[src/routerPkg.sv]
`default_nettype none

package routerPkg;

  localparam int numPorts = 5;

  // Port indices, also the round-robin order.
  localparam int portL = 0;
  localparam int portN = 1;
  localparam int portE = 2;
  localparam int portW = 3;
  localparam int portS = 4;

  localparam int queueDepth = 8;
  localparam int queuePtrWidth = $clog2(queueDepth);
  localparam int portAdrWidth = 3;

  // Index of the set bit in a one-hot port vector.
  function automatic logic [portAdrWidth-1:0] oneHotIndex(input logic [numPorts-1:0] oneHot);
    logic [portAdrWidth-1:0] idx;
    idx = '0;
    for (int i = 0; i < numPorts; i++)
    begin
      if (oneHot[i])
      begin
        idx = portAdrWidth'(i);
      end
    end
    return idx;
  endfunction

endpackage

`default_nettype wire

[src/flitPkg.sv]
`default_nettype none

package flitPkg;

  localparam int flitWidth = 16;
  localparam int flitIdWidth = 3;
  localparam int lengthWidth = 12;

  // Flit id codes.
  localparam logic [flitIdWidth-1:0] idHeader = 3'd1;
  localparam logic [flitIdWidth-1:0] idBody = 3'd2;

  // ~~~~~~~~~~~~~~~~~~~~~~~~~~~~~~~~~~~~~~~~~~~~~~~~~~
  // One flit word, two views
  // ~~~~~~~~~~~~~~~~~~~~~~~~~~~~~~~~~~~~~~~~~~~~~~~~~~
  typedef union packed {
    struct packed {
      logic [flitIdWidth-1:0] id;
      logic [lengthWidth-1:0] length;   // Body flits that follow.
      logic [flitWidth-flitIdWidth-lengthWidth-1:0] spare;
    } hdr;
    struct packed {
      logic [flitIdWidth-1:0] id;
      logic [flitWidth-flitIdWidth-1:0] payload;
    } body;
  } flitT;

endpackage

`default_nettype wire
[src/flitRouter.sv]
`timescale 1ns/100ps
`default_nettype none

module flitRouter (
  input  logic                               clk,
  input  logic                               rst,
  input  logic                               inCyc,
  input  logic                               inStb,
  input  logic                               inWe,
  input  logic [routerPkg::portAdrWidth-1:0] inAdr,
  input  flitPkg::flitT                      inDat,
  output logic                               inAck,
  output logic                               outCyc,
  output logic                               outStb,
  output logic                               outWe,
  output logic [routerPkg::portAdrWidth-1:0] outAdr,
  output flitPkg::flitT                      outDat,
  input  logic                               outAck
);

  import flitPkg::*;
  import routerPkg::*;

  logic [numPorts-1:0] push;
  logic [numPorts-1:0] full;
  logic [numPorts-1:0] req;
  logic [numPorts-1:0] pop;
  logic [numPorts-1:0] grant;
  flitT pushData;
  flitT headFlit [numPorts];
  logic busy;
  logic flitSent;

  flitLoader flitLoader_inst (
    .clk      (clk),
    .rst      (rst),
    .inCyc    (inCyc),
    .inStb    (inStb),
    .inWe     (inWe),
    .inAdr    (inAdr),
    .inDat    (inDat),
    .full     (full),
    .inAck    (inAck),
    .push     (push),
    .pushData (pushData)
  );

  // One queue per port, L N E W S.
  for (genvar p = 0; p < numPorts; p++)
  begin : genQueue
    flitQueue flitQueue_inst (
      .clk      (clk),
      .rst      (rst),
      .push     (push[p]),
      .pushData (pushData),
      .pop      (pop[p]),
      .full     (full[p]),
      .req      (req[p]),
      .headFlit (headFlit[p])
    );
  end

  portArbiter portArbiter_inst (
    .clk      (clk),
    .rst      (rst),
    .req      (req),
    .headFlit (headFlit),
    .busy     (busy),
    .flitSent (flitSent),
    .grant    (grant)
  );

  flitSender flitSender_inst (
    .clk      (clk),
    .rst      (rst),
    .grant    (grant),
    .req      (req),
    .headFlit (headFlit),
    .outAck   (outAck),
    .outCyc   (outCyc),
    .outStb   (outStb),
    .outWe    (outWe),
    .outAdr   (outAdr),
    .outDat   (outDat),
    .pop      (pop),
    .busy     (busy),
    .flitSent (flitSent)
  );

endmodule

`default_nettype wire

[src/flitSender.sv]
`timescale 1ns/100ps
`default_nettype none

module flitSender (
  input  logic                               clk,
  input  logic                               rst,
  input  logic [routerPkg::numPorts-1:0]     grant,
  input  logic [routerPkg::numPorts-1:0]     req,
  input  flitPkg::flitT                      headFlit [routerPkg::numPorts],
  input  logic                               outAck,
  output logic                               outCyc,
  output logic                               outStb,
  output logic                               outWe,
  output logic [routerPkg::portAdrWidth-1:0] outAdr,
  output flitPkg::flitT                      outDat,
  output logic [routerPkg::numPorts-1:0]     pop,
  output logic                               busy,
  output logic                               flitSent
);

  import routerPkg::*;

  logic active;   // Transfer in progress.
  logic gap;      // Idle cycle after an ack.
  logic start;
  logic [portAdrWidth-1:0] grantIdx;

  assign grantIdx = oneHotIndex(grant);
  assign start = ~active & ~gap & ((grant & req) != '0);

  // Low in the gap, so the arbiter sees the popped queue and updated timer.
  assign busy = active | start;
  assign flitSent = active & outAck;
  assign pop = grant & {numPorts{flitSent}};

  always_ff @(posedge clk)
  begin
    if (rst)
    begin
      active <= 1'b0;
      gap <= 1'b0;
    end
    else
    begin
      if (start)
      begin
        active <= 1'b1;
      end
      else if (flitSent)
      begin
        active <= 1'b0;
      end
      gap <= flitSent;
    end
  end

  // Held until ack.
  always_ff @(posedge clk)
  begin
    if (start)
    begin
      outDat <= headFlit[grantIdx];
      outAdr <= grantIdx;
    end
  end

  assign outCyc = active;
  assign outStb = active;
  assign outWe = 1'b1;   // Write only.

endmodule

`default_nettype wire

[src/portArbiter.sv]
`timescale 1ns/100ps
`default_nettype none

module portArbiter (
  input  logic                           clk,
  input  logic                           rst,
  input  logic [routerPkg::numPorts-1:0] req,
  input  flitPkg::flitT                  headFlit [routerPkg::numPorts],
  input  logic                           busy,
  input  logic                           flitSent,
  output logic [routerPkg::numPorts-1:0] grant
);

  import flitPkg::*;
  import routerPkg::*;

  logic [portAdrWidth-1:0] curIdx;
  flitT sentFlit;
  logic isHeader;
  logic [numPorts-1:0] timerLoad;
  logic [numPorts-1:0] timerCount;
  logic [numPorts-1:0] done;
  logic [numPorts-1:0] nextGrant;

  // With no grant the search starts after S, so L goes first.
  assign curIdx = (grant == '0) ? portAdrWidth'(portS) : oneHotIndex(grant);

  // Head of the granted queue is the flit on the bus until the pop.
  assign sentFlit = headFlit[curIdx];
  assign isHeader = sentFlit.hdr.id == idHeader;

  assign timerLoad = grant & {numPorts{flitSent & isHeader}};
  assign timerCount = grant & {numPorts{flitSent & ~isHeader}};

  for (genvar p = 0; p < numPorts; p++)
  begin : genTimer
    packetTimer packetTimer_inst (
      .clk    (clk),
      .rst    (rst),
      .load   (timerLoad[p]),
      .length (sentFlit.hdr.length),
      .count  (timerCount[p]),
      .done   (done[p])
    );
  end

  // ~~~~~~~~~~~~~~~~~~~~~~~~~~~~~~~~~~~~~~~~~~~~~~~~~~
  // Hold or rotate
  // ~~~~~~~~~~~~~~~~~~~~~~~~~~~~~~~~~~~~~~~~~~~~~~~~~~
  always_comb
  begin
    logic found;
    int idx;
    found = 1'b0;
    idx = 0;
    nextGrant = grant;   // Kept when nobody requests.
    if ((grant & req & ~done) == '0)
    begin
      for (int step = 1; step <= numPorts; step++)
      begin
        idx = (curIdx + step) % numPorts;
        if (!found && req[idx])
        begin
          nextGrant = '0;
          nextGrant[idx] = 1'b1;
          found = 1'b1;
        end
      end
    end
  end

  always_ff @(posedge clk)
  begin
    if (rst)
    begin
      grant <= '0;
    end
    else if (!busy)
    begin
      grant <= nextGrant;
    end
  end

endmodule

`default_nettype wire

[src/packetTimer.sv]
`timescale 1ns/100ps
`default_nettype none

module packetTimer (
  input  logic                            clk,
  input  logic                            rst,
  input  logic                            load,
  input  logic [flitPkg::lengthWidth-1:0] length,
  input  logic                            count,
  output logic                            done
);

  import flitPkg::*;

  logic [lengthWidth-1:0] target;
  logic [lengthWidth-1:0] flitCount;

  // Counts body flits sent, so a stalled output never ends a packet.
  always_ff @(posedge clk)
  begin
    if (rst)
    begin
      target <= '0;
      flitCount <= '0;
    end
    else if (load)
    begin
      target <= length;
      flitCount <= '0;
    end
    else if (count)
    begin
      flitCount <= flitCount + 1'b1;
    end
  end

  assign done = flitCount == target;   // Idle timers read as done.

endmodule

`default_nettype wire

[src/flitQueue.sv]
`timescale 1ns/100ps
`default_nettype none

module flitQueue (
  input  logic          clk,
  input  logic          rst,
  input  logic          push,
  input  flitPkg::flitT pushData,
  input  logic          pop,
  output logic          full,
  output logic          req,
  output flitPkg::flitT headFlit
);

  import flitPkg::*;
  import routerPkg::*;

  flitT mem [queueDepth];
  logic [queuePtrWidth-1:0] wrPtr;
  logic [queuePtrWidth-1:0] rdPtr;
  logic [queuePtrWidth:0] count;
  logic doPush;
  logic doPop;

  assign full = count == queueDepth;
  assign req = count != '0;
  assign headFlit = mem[rdPtr];

  assign doPush = push & ~full;
  assign doPop = pop & req;

  // ~~~~~~~~~~~~~~~~~~~~~~~~~~~~~~~~~~~~~~~~~~~~~~~~~~
  // Storage
  // ~~~~~~~~~~~~~~~~~~~~~~~~~~~~~~~~~~~~~~~~~~~~~~~~~~
  always_ff @(posedge clk)
  begin
    if (doPush)
    begin
      mem[wrPtr] <= pushData;
    end
  end

  // Pointers wrap on their own width.
  always_ff @(posedge clk)
  begin
    if (rst)
    begin
      wrPtr <= '0;
      rdPtr <= '0;
      count <= '0;
    end
    else
    begin
      if (doPush)
      begin
        wrPtr <= wrPtr + 1'b1;
      end
      if (doPop)
      begin
        rdPtr <= rdPtr + 1'b1;
      end
      case ({doPush, doPop})
        2'b10:   count <= count + 1'b1;
        2'b01:   count <= count - 1'b1;
        default: count <= count;   // Both or neither.
      endcase
    end
  end

endmodule

`default_nettype wire

[src/flitLoader.sv]
`timescale 1ns/100ps
`default_nettype none

module flitLoader (
  input  logic                                clk,
  input  logic                                rst,
  input  logic                                inCyc,
  input  logic                                inStb,
  input  logic                                inWe,
  input  logic [routerPkg::portAdrWidth-1:0]  inAdr,
  input  flitPkg::flitT                       inDat,
  input  logic [routerPkg::numPorts-1:0]      full,
  output logic                                inAck,
  output logic [routerPkg::numPorts-1:0]      push,
  output flitPkg::flitT                       pushData
);

  import routerPkg::*;

  logic inRange;
  logic targetFull;
  logic accept;

  assign inRange = inAdr < numPorts;   // Others are acked and dropped.

  always_comb
  begin
    targetFull = 1'b0;
    if (inRange)
    begin
      targetFull = full[inAdr];
    end
  end

  // No new accept during the ack cycle.
  assign accept = inCyc & inStb & ~inAck & ~(inWe & inRange & targetFull);

  always_comb
  begin
    push = '0;
    if (accept && inWe && inRange)
    begin
      push[inAdr] = 1'b1;
    end
  end

  assign pushData = inDat;   // Shared by all queues.

  always_ff @(posedge clk)
  begin
    if (rst)
    begin
      inAck <= 1'b0;
    end
    else
    begin
      inAck <= accept;
    end
  end

endmodule

`default_nettype wire

[config.mk]
export PLATFORM = sky130hd
export DESIGN_NAME = flitRouter
export DESIGN_NICKNAME = d
export VERILOG_FILES = /design/src/routerPkg.sv /design/src/flitPkg.sv /design/src/flitRouter.sv /design/src/flitSender.sv /design/src/portArbiter.sv /design/src/packetTimer.sv /design/src/flitQueue.sv /design/src/flitLoader.sv
export SDC_FILE = /design/constraint.sdc
export NUM_CORES = 1
export LEC_CHECK = 0
export BUFFER_PORTS_ARGS = -buffer_cell sky130_fd_sc_hd__clkbuf_2
export CAP_MARGIN = 20
export CORE_MARGIN = 10
export CORE_UTILIZATION = 50
export DETAILED_ROUTE_END_ITERATION = 8
export PLACE_DENSITY = 0.67
export SLEW_MARGIN = 20
export SYNTH_ARGS = -nofsm -noshare
export SYNTH_HDL_FRONTEND = slang
export SYNTH_SLANG_ARGS = --single-unit
[constraint.sdc]
create_clock -name clk -period 6.2 [get_ports clk]
set_clock_uncertainty 0.1 [all_clocks]
set_input_delay 0.62 -clock clk [delete_from_list [all_inputs] [get_ports clk]]
set_output_delay 0.62 -clock clk [all_outputs]
set_load 0.02 [all_outputs]
== Word-level counts from Yosys, hierarchy flattened ==
Memories as Yosys holds them, arrays and structs flattened. A register that Yosys moved wholly into a read port is not among the register bits.
Cells that the tools add are included.

* Add/sub/neg operators: 30
* Div/mod/pow operators: 5
* $lt $le $gt $ge: 15
* Eq/ne operators: 21
* Multiplexer cells: 82
* Bitwise operators: 40
* Reduce and logical (&&, ||, !) cells: 37

{| class="wikitable"
|+ Operators by type and width
! operator !! number
|-
| 32-bit by 1-bit >= comparator with 1-bit output (second input constant) || 5
|-
| 32-bit by 5-bit less-than comparator with 1-bit output (second input constant) || 5
|-
| 32-bit by 3-bit modulo with 32-bit output (second input constant) || 5
|-
| 16-bit binary-select mux with 3-bit select || 2
|-
| 16-bit two-way mux || 4
|-
| 12-bit by 1-bit adder with 12-bit output (second input constant) || 5
|-
| 12-bit == test || 5
|-
| 3-bit two-way mux || 14
|-
| 4-bit one-hot mux with 2 select lines || 5
|-
| 1-bit two-way mux || 39
|-
| 3-bit by 1-bit adder with 3-bit output (second input constant) || 10
|-
| 5-bit two-way mux || 6
|-
| 5-bit AND || 5
|-
| 4-bit by 1-bit adder with 4-bit output (second input constant) || 5
|-
| 1-bit AND || 20
|-
| 4-bit == test (second input constant) || 5
|-
| 4-bit nonzero test || 5
|-
| 4-bit by 1-bit subtractor with 4-bit output (second input constant) || 5
|-
| 1-bit binary-select mux with 3-bit select || 6
|-
| 1-bit demux with 3-bit select || 6
|-
| 1-bit logical AND || 12
|-
| 2-bit nonzero test || 6
|-
| 1-bit inverter || 11
|-
| 2-bit by 1-bit == test with 1-bit output (second input constant) || 5
|-
| other kinds (17) || 34
|}

* Bits in registers: 197
* Bits in writable memories: 640
* Output and inout port bits: 23
* Memories kept: 5

{| class="wikitable"
|+ Memory list
! name !! words !! width !! rd ports !! clocked after Yosys merged registers in !! write ports !! RTL line !! source
|-
| genQueue[0].flitQueue_inst.mem || 8 || 16 || 1 || 1 || 1 || flitQueue.sv:18 || <nowiki>flitT mem [queueDepth];</nowiki>
|-
| genQueue[1].flitQueue_inst.mem || 8 || 16 || 1 || 1 || 1 || flitQueue.sv:18 ||
|-
| genQueue[2].flitQueue_inst.mem || 8 || 16 || 1 || 1 || 1 || flitQueue.sv:18 ||
|-
| genQueue[3].flitQueue_inst.mem || 8 || 16 || 1 || 1 || 1 || flitQueue.sv:18 ||
|-
| genQueue[4].flitQueue_inst.mem || 8 || 16 || 1 || 1 || 1 || flitQueue.sv:18 ||
|}

== Logic depth before layout (Yosys ltp) ==
Gate-level depths: netlist of the first run.

* Depth in word-level cells: 28
* Gate-level depth with buffers: 20
* Depth with buffers taken out: 14

== Hierarchy ==
From an unflattened synthesis of the first run, not the netlist that was laid out.

* Cell total of the unflattened synthesis: 2,529
* Area total of the unflattened synthesis: 38,234.2 um^2

{| class="wikitable"
|+ By module, submodules not included
! module !! instances !! cells each !! area an instance (um^2) !! sequential area each (um^2)
|-
| flitQueue at genQueue[0].flitQueue_inst ... || 3 || 260 || 5,567.8 || 4,103.9
|-
| flitQueue at genQueue[3].flitQueue_inst ... || 2 || 260 || 5,566.6 || 4,103.9
|-
| packetTimer || 5 || 116 || 1,104.8 || 480.5
|-
| portArbiter || 1 || 491 || 3,205.6 || 100.1
|-
| flitSender || 1 || 121 || 1,386.3 || 610.6
|-
| flitLoader || 1 || 37 || 281.5 || 20.0
|}

== Least setup slack after synthesis of the first run ==
No wires, ideal clock.

* Path type: flip-flop to flip-flop
* From: reg portArbiter_inst.grant[2] (netlist name)
* To: reg portArbiter_inst.grant[4] (netlist name)
* Data arrival time: 4.539 ns
* Slack: 1.486 ns
* Cell stages (with the launch flop): 20
* Buffers on the path: 6
* Period minus slack after synthesis: 4.714 ns
* Cell sequence: dfxtp_1 buf_6 nor2b_1 o21ai_2 clkbuf_1 buf_1 clkbuf_1 ha_1 clkbuf_1 clkbuf_1 ha_1 nor2b_1 nor4_1 o21a_1 or3b_1 a21oi_2 o311ai_4 or4b_1 a21o_1 o22ai_1

* Cells in the longest elaborated chain, start to end: 27
* Elaborated cells between the ends (all ways): 85

{| class="wikitable"
|+ Ends and longest elaborated chain
! item !! RTL line !! source
|-
| start, declared || portArbiter.sv:11 || <nowiki>output logic [routerPkg::numPorts-1:0] grant</nowiki>
|-
| start signal, assigned || portArbiter.sv:80 || <nowiki>grant <= nextGrant;</nowiki>
|-
| 3-bit two-way mux (3 in series) || routerPkg.sv:24 || <nowiki>if (oneHot[i])</nowiki>
|-
| 3-bit two-way mux || portArbiter.sv:26 || <nowiki>assign curIdx = (grant == '0) ? portAdrWidth'(portS) : oneHotIndex(grant);</nowiki>
|-
| 3-bit by 1-bit adder with 4-bit output || portArbiter.sv:61 || <nowiki>idx = (curIdx + step) % numPorts;</nowiki>
|-
| 32-bit by 3-bit modulo with 32-bit output || portArbiter.sv:61 ||
|-
| 1-bit binary-select mux with 3-bit select || portArbiter.sv:62 || <nowiki>if (!found && req[idx])</nowiki>
|-
| 1-bit two-way mux (implied by the code) (2 in series) || portArbiter.sv:62 ||
|-
| 1-bit two-way mux || portArbiter.sv:62 ||
|-
| 1-bit two-way mux || portArbiter.sv:57 || <nowiki>if ((grant & req & ~done) == '0)</nowiki>
|-
| [8 not listed] || n/a ||
|-
| 1-bit zero test || portArbiter.sv:62 ||
|-
| 1-bit logical AND || portArbiter.sv:62 ||
|-
| 1-bit two-way mux || portArbiter.sv:62 ||
|-
| 1-bit two-way mux || portArbiter.sv:57 ||
|-
| 1-bit zero test || portArbiter.sv:62 ||
|-
| 1-bit logical AND || portArbiter.sv:62 ||
|-
| 5-bit nonzero test (no source line) || n/a ||
|-
| 3-bit AND reduction (no source line) || n/a ||
|}

Parallel ways exist; a longest one is shown, timed or not. The select of a mux whose other input is x is not followed.
A chain may end at the register's enable or synchronous reset.

== Worst setup path after layout of the first run ==
* From: reg portArbiter_inst.grant[2] (netlist name)
* To: reg portArbiter_inst.grant[2] (netlist name)

Same word-level chain as after synthesis.

==> impl_metrics.env, run 1 <==
export IMPL_run_status="completed"
export IMPL_cts_tree="done"
export IMPL_slew_headroom=0.1810
export IMPL_cp_end_kind="flip-flop"
export IMPL_synth_area_mm2=0.03575
export IMPL_final_layout_size_suffix_gt1_frac=0.1895
export IMPL_layout_filler_cells=5427
export IMPL_final_nets=2492
export IMPL_path_clk_slew_ns=0.06
export IMPL_holdWs_ns=0.3432
export IMPL_gr_total_overflow=0
export IMPL_drt_drc_violations_left=0
export IMPL_syn_mean_instance_area_um2=15.36
export IMPL_finalHoldViolations=0
export IMPL_synth_async_reset_ratio=0
export IMPL_synth_top_flop_cell="sky130_fd_sc_hd__edfxtp_1"
export IMPL_cts_hold_buffers_added=0
export IMPL_route_vias_total=20420
export IMPL_synthDistinctLibCells=81
export IMPL_yosysSeqAreaShare=0.6617
export IMPL_dieArea_mm2=0.08259
export IMPL_place_hpwl_um=54770
export IMPL_period_minus_slack_ns=5.411
export IMPL_clock_tree_buf_depth=3
export IMPL_synth_most_common_cell="sky130_fd_sc_hd__edfxtp_1"
export IMPL_crit_path_start="portArbiter_inst.grant[2]$_SDFFE_PP0P_"
export IMPL_cts_made_buffers=86
export IMPL_drt_pre_antenna_iters=6
export IMPL_multi_input_area_mm2=0.01164
export IMPL_holdCritPathClass="in -> reg"
export IMPL_max_freq_mhz=184.8
export IMPL_crit_path_frequent_cell="sky130_fd_sc_hd__a211oi_1"
export IMPL_timing_critical_path_required_ns=6.60
export IMPL_finished_cell_area_mm2=0.04007
export IMPL_core_region_area_mm2=0.07051
export IMPL_floorplan_die_width_um=287.4
export IMPL_synth_yosys_warnings=0
export IMPL_initial_antenna_violation_count=3
export IMPL_powerDensity_mw_per_mm2=336.8
export IMPL_gp_congestion=0.8861
export IMPL_track_usage=0.2048
export IMPL_timing_critical_path_max_delay_family="compound AO/OA/AOI/OAI gates"
export IMPL_power_leakage_nw=12.90
export IMPL_crit_chain="nor2b_1, o21ai_2, inv_1, ha_1, a211oi_1, o21ai_0, and2_1, a2111oi_0, o32ai_1, and4_1, o22a_1, a211oi_1, o31ai_1"
export IMPL_post_synth_most_frequent_cells="sky130_fd_sc_hd__edfxtp_1 (659), sky130_fd_sc_hd__nor2_1 (244), sky130_fd_sc_hd__dfxtp_1 (193)"
export IMPL_row_count=97
export IMPL_totalNegativeSetupSlack_ns=0
export IMPL_setup_repair_after_global_routing_missed_its_margin="no"
export IMPL_first_global_vias=20240
export IMPL_largest_net_degree_at_the_start_of_global_routing=77
export IMPL_avgRoutedWirePerCell_um=24.74
export IMPL_critical_path_arrival_ns=5.81
export IMPL_ff_latch_area_mm2=0.02366
export IMPL_synth_enable_flop_cells=659
export IMPL_yosys_register_bits=852
export IMPL_cp_num_buf_inv=1
export IMPL_detailedRoute_firstIterationViolations=1789
export IMPL_area_growth_pct=12.08
export IMPL_clock_sinks=852
export IMPL_worst_path_max_delay_cell="sky130_fd_sc_hd__a2111oi_0"
export IMPL_port_buffer_count=46
export IMPL_synthTopCellsByArea="sky130_fd_sc_hd__edfxtp_1 (55%), sky130_fd_sc_hd__dfxtp_1 (11%), sky130_fd_sc_hd__mux4_2 (10%), sky130_fd_sc_hd__mux2i_1 (3.7%), sky130_fd_sc_hd__nor2_1 (2.6%)"
export IMPL_via_per_inst=5.960
export IMPL_clk_insertion_delay_late_ns=0.65
export IMPL_final_antenna_net_count=0
export IMPL_power_ir_vdd_worst_v=0.0002488
export IMPL_max_slew_worst_pin_slew_ns=1.194
export IMPL_dieHeight_um=287.4
export IMPL_maxCapViolations=0
export IMPL_synth_top_area_share=0.5536
export IMPL_criticalPathCategory="reg -> reg"
export IMPL_max_stage_delay_ns=0.93
export IMPL_finalSetupViolCount=0
export IMPL_cts_htree_levels=3
export IMPL_layout_worst_path_cycle_share=0.8727
export IMPL_worst_setup_path_start_kind="flip-flop"
export IMPL_first_pass_grt_wire_length_um=127600
export IMPL_placed_area_mm2=0.03734
export IMPL_yosysTopAreaCell="sky130_fd_sc_hd__edfxtp_1"
export IMPL_r2r_start="portArbiter_inst.grant[2]$_SDFFE_PP0P_"
export IMPL_n_antenna_cell=0
export IMPL_finalMaxSlewViolations=0
export IMPL_timing_hold_worst_start="inStb"
export IMPL_post_cts_buffers=0
export IMPL_post_cts_resized_instances=0
export IMPL_num_io_pins=48
export IMPL_worst_path_max_fanout=18
export IMPL_synth_cells=2328
export IMPL_cts_root_buf="sky130_fd_sc_hd__clkbuf_16"
export IMPL_initial_core_util=0.5069
export IMPL_route_final_wire_length_um=84760
metrics by stage:
stage | util | total power [W] | std cells | setup WS (ns)
2_1_floorplan | - | 0.007848 | 2331 | 1.486
3_3_place_gp | 0.5296 | 0.008630 | 3268 | 1.204
3_5_place_dp | 0.5296 | 0.008604 | 3268 | 1.019
4_1_cts | 0.5680 | 0.01354 | 3426 | 0.9652
5_1_grt | 0.5682 | 0.01398 | 3426 | 0.5037
6_report | 0.5682 | 0.01349 | 3426 | 0.7893
cell usage in the layout, fill, tap and decap left out, types with 10 or more instances in the layout:
cell type,count
sky130_fd_sc_hd__xnor2_1,85
sky130_fd_sc_hd__nand3_1,43
sky130_fd_sc_hd__clkbuf_16,86
sky130_fd_sc_hd__or3_1,13
sky130_fd_sc_hd__edfxtp_1,659
sky130_fd_sc_hd__nor4_1,12
sky130_fd_sc_hd__nand2_1,99
sky130_fd_sc_hd__dfxtp_1,187
sky130_fd_sc_hd__mux4_2,160
sky130_fd_sc_hd__buf_4,67
sky130_fd_sc_hd__mux2_2,13
sky130_fd_sc_hd__inv_1,38
sky130_fd_sc_hd__nand2b_1,10
sky130_fd_sc_hd__nor3_1,24
sky130_fd_sc_hd__clkinv_2,17
sky130_fd_sc_hd__xor2_1,66
sky130_fd_sc_hd__nor2_1,244
sky130_fd_sc_hd__clkbuf_1,26
sky130_fd_sc_hd__a21oi_1,78
sky130_fd_sc_hd__clkbuf_2,45
sky130_fd_sc_hd__nor2b_1,22
sky130_fd_sc_hd__ha_1,46
sky130_fd_sc_hd__and3_1,23
sky130_fd_sc_hd__nand4_1,35
sky130_fd_sc_hd__o21ai_0,32
sky130_fd_sc_hd__a211oi_1,24
sky130_fd_sc_hd__mux2i_1,131
sky130_fd_sc_hd__clkinv_1,11
final timing paths:
| kind | to | slack (ns) | depth (start not counted) |
|---|---|---|---|
| setup / recovery | portArbiter_inst.grant[2]$_SDFFE_PP0P_ | 0.79 | 13 |
| hold / removal | flitLoader_inst.inAck$_SDFF_PP0_ | 0.34 | 5 |
| setup reg to reg | portArbiter_inst.grant[2]$_SDFFE_PP0P_ | 0.79 | 13 |
| hold reg to reg | genQueue[3].flitQueue_inst.wrPtr[0]$_SDFFE_PP0P_ | 0.40 | 2 |
worst min-delay path: stages:
cell and delay (ns):
sky130_fd_sc_hd__clkbuf_2 0.08, sky130_fd_sc_hd__nand2_1 0.05, sky130_fd_sc_hd__nor2_1 0.11, sky130_fd_sc_hd__nand2_1 0.10
sky130_fd_sc_hd__nor2_1 0.08
state kept, by name (all words and copies together) (netlist names), named ones only:
name / count
flitLoader_inst.inAck: 1
flitSender_inst.gap: 1
flitSender_inst.outAdr: 3
flitSender_inst.outCyc: 1
flitSender_inst.outDat: 16
genQueue.flitQueue_inst.count: 20
genQueue.flitQueue_inst.mem: 640
genQueue.flitQueue_inst.rdPtr: 15
genQueue.flitQueue_inst.wrPtr: 15
portArbiter_inst.genTimer.packetTimer_inst.flitCount: 60
portArbiter_inst.genTimer.packetTimer_inst.target: 60
portArbiter_inst.grant: 5
layer usage:
layer	global-route usage	vias up	part of all wire
met1	0.2826	10480	0.42
met2	0.3282	689	0.48
met4	0.06061	4	0.028
met5	0	-	0.00040
met3	0.03762	150	0.071
li1	-	9099	-
layout make-up:
cell class,count,share of cell area
Sequential cell,852,0.5905
Tap cell,940,0.02935
Clock buffer,118,0.05821
Multi-Input combinational cell,1324,0.2905
Inverter,40,0.003747
Clock inverter,40,0.009462
Timing Repair Buffer,112,0.01818
where the power goes:
part           switching (W)  internal [W]
Sequential         0.0000243       0.00619
Clock                0.00217       0.00279
Combinational        0.00163      0.000696
Total                0.00382       0.00967
kinds of logic after synthesis:
family          synth area share
flops                     0.6617
simple gates             0.07886
mux                       0.1423
compound gates           0.04134
buf+inv                  0.01834
xor+xnor                 0.03840
fa+ha+maj                0.01890
other cells            0.0002101
No activity file was read; power rests on OpenSTA's default activity.
==> inputs of run 2 (changes only) <==
--- a/config.mk
+++ b/config.mk
@@ -9,8 +9,9 @@
 export CAP_MARGIN = 20
 export CORE_MARGIN = 10
 export CORE_UTILIZATION = 50
+export CTS_BUF_LIST = sky130_fd_sc_hd__clkbuf_8
 export DETAILED_ROUTE_END_ITERATION = 8
-export PLACE_DENSITY = 0.67
+export PLACE_DENSITY = 0.63
 export SLEW_MARGIN = 20
 export SYNTH_ARGS = -nofsm -noshare
 export SYNTH_HDL_FRONTEND = slang
==> impl_metrics.env, run 2 (synthesis results as in run 1) <==
export IMPL_run_status="completed"
export IMPL_max_slew_worst_pin_slew_ns=1.093
export IMPL_power_ir_vdd_worst_v=0.0002168
export IMPL_row_count=97
export IMPL_power_combinational_fraction=0.178
export IMPL_period_minus_slack_ns=5.104
export IMPL_critical_path_arrival_ns=5.63
export IMPL_largest_net_degree_at_the_start_of_global_routing=88
export IMPL_internal_power_w=0.009223
export IMPL_initial_core_util=0.5069
export IMPL_layout_filler_cells=5514
export IMPL_finalHoldViolations=0
export IMPL_switching_share=0.2993
export IMPL_powerDensity_mw_per_mm2=328.8
export IMPL_detailedRoute_firstIterationViolations=1808
export IMPL_path_clk_slew_ns=0.06
export IMPL_worst_setup_path_start_kind="flip-flop"
export IMPL_commonest_non_fill_non_tap_cells_in_the_layout="sky130_fd_sc_hd__edfxtp_1 (659), sky130_fd_sc_hd__nor2_1 (244), sky130_fd_sc_hd__dfxtp_1 (188), sky130_fd_sc_hd__mux4_2 (160), sky130_fd_sc_hd__clkbuf_8 (151)"
export IMPL_core_region_area_mm2=0.07051
export IMPL_avgRoutedWirePerCell_um=24.19
export IMPL_worst_path_max_delay_cell="sky130_fd_sc_hd__a2111oi_0"
export IMPL_worst_path_max_fanout=29
export IMPL_crit_chain="or4_4, nand2_4, inv_2, ha_1, a211oi_1, o21ai_0, and2_1, a2111oi_0, or3_1, nor2_1, a41oi_4, mux2i_1, o32ai_2"
export IMPL_cts_tree="done"
export IMPL_area_growth_pct=11.99
export IMPL_totalNegativeSetupSlack_ns=0
export IMPL_cts_htree_levels=4
export IMPL_criticalPathCategory="reg -> reg"
export IMPL_maxCapViolations=0
export IMPL_max_freq_mhz=195.9
export IMPL_drt_pre_antenna_iters=6
export IMPL_dieHeight_um=287.4
export IMPL_num_io_pins=48
export IMPL_commonest_non_fill_non_tap_cell_in_the_layout="sky130_fd_sc_hd__edfxtp_1"
export IMPL_cp_end_kind="flip-flop"
export IMPL_route_final_wire_length_um=85250
export IMPL_slew_headroom=0.2503
export IMPL_post_cts_buffers=0
export IMPL_final_antenna_net_count=0
export IMPL_gr_total_overflow=0
export IMPL_final_setup_worst_slack_ns=1.096
export IMPL_finalMaxSlewViolations=0
export IMPL_final_layout_size_suffix_gt1_frac=0.2063
export IMPL_final_nets=2553
export IMPL_flip_flop_count_of_the_largest_register_all_copies_and_words_added=640
export IMPL_via_per_inst=5.780
export IMPL_p_sw_w=0.003939
export IMPL_first_pass_grt_wire_length_um=129900
export IMPL_clock_tree_buf_depth=3
export IMPL_holdCritPathClass="in -> reg"
export IMPL_cts_root_buf="sky130_fd_sc_hd__clkbuf_8"
export IMPL_floorplan_die_width_um=287.4
export IMPL_timing_critical_path_required_ns=6.73
export IMPL_cts_made_buffers=142
export IMPL_preCtsSetupSlack_ns=1.162
export IMPL_route_vias_total=20370
export IMPL_clock_sinks=852
export IMPL_holdWs_ns=0.1780
export IMPL_gp_congestion=0.8361
export IMPL_clk_insertion_delay_late_ns=0.79
export IMPL_first_global_vias=20710
export IMPL_port_buffer_count=46
export IMPL_power_leakage_nw=13.12
export IMPL_place_hpwl_um=55040
export IMPL_initial_antenna_violation_count=3
export IMPL_largest_reg_by_ff_count="genQueue.flitQueue_inst.mem"
export IMPL_layout_worst_path_cycle_share=0.8232
export IMPL_drt_drc_violations_left=0
export IMPL_setup_repair_after_global_routing_missed_its_margin="no"
export IMPL_largest_registers="genQueue.flitQueue_inst.mem x640, portArbiter_inst.genTimer.packetTimer_inst.flitCount x60, portArbiter_inst.genTimer.packetTimer_inst.target x60"
export IMPL_cts_hold_buffers_added=0
export IMPL_max_stage_delay_ns=0.79
export IMPL_finalSetupViolCount=0
export IMPL_post_cts_resized_instances=0
export IMPL_clock_power_share=0.350
export IMPL_power_sequential_fraction=0.472
export IMPL_track_usage=0.2090
export IMPL_dieArea_mm2=0.08259
==> run 2: per-layer routing <==
layer,up-vias,share of wire,track usage
met5,-,0.00015,0
met2,593,0.48,0.3348
met1,10420,0.44,0.2873
met3,109,0.057,0.04086
met4,2,0.019,0.06087
li1,9249,-,-
==> run 2: final timing paths <==
path | from | end | slack, ns | cells after the start
hold reg to reg | genQueue[3].flitQueue_inst.wrPtr[0]$_SDFFE_PP0P_ | genQueue[3].flitQueue_inst.wrPtr[0]$_SDFFE_PP0P_ | 0.41 | 2
setup / recovery | portArbiter_inst.grant[1]$_SDFFE_PP0P_ | portArbiter_inst.grant[0]$_SDFFE_PP0P_ | 1.10 | 13
setup reg to reg | portArbiter_inst.grant[1]$_SDFFE_PP0P_ | portArbiter_inst.grant[0]$_SDFFE_PP0P_ | 1.10 | 13
hold / removal | inAdr[2] | flitLoader_inst.inAck$_SDFF_PP0_ | 0.18 | 4
==> run 2: per-stage QoR <==
stage | area [um^2] | std cells | total power (W) | util
after floorplan | 35760 | 2331 | 0.007848 | -
final | 40030 | 3524 | 0.01316 | 0.5677
after CTS | 40030 | 3523 | 0.01325 | 0.5676
after detailed placement | 37400 | 3273 | 0.008640 | 0.5304
after global placement | 37400 | 3273 | 0.008656 | 0.5304
after global routing | 40030 | 3524 | 0.01372 | 0.5677
==> run 2: layout make-up <==
type                            instances  area [um^2]  share of cell area
Clock buffer                          151         2078             0.05191
Multi-Input combinational cell       1324        11650              0.2911
Inverter                               40        150.1            0.003750
Sequential cell                       852        23660              0.5910
Clock inverter                         99        549.3             0.01372
Antenna cell                            1        2.502          0.00006251
Timing Repair Buffer                  117        765.7             0.01913
Tap cell                              940         1176             0.02938
==> run 2: power groups by stage <==
stage,Combinational (W),Sequential (W),Clock [W]
after floorplan,0.00153,0.00632,0
after global placement,0.00233,0.00633,0
after detailed placement,0.00231,0.00633,0
after CTS,0.00232,0.00621,0.00472
after global routing,0.00252,0.00621,0.00499
final,0.00235,0.00621,0.00460
==> run 2: critical path, delay by kind of cell, from the launching register on <==
kind	cells	cell delay [ns]
and+or+nand+nor	5	1.51
DFF	1	0.51
buffers and inverters	1	0.27
AOI/OAI and AO/OA	5	1.79
muxes	1	0.27
adders and majority gates	1	0.47
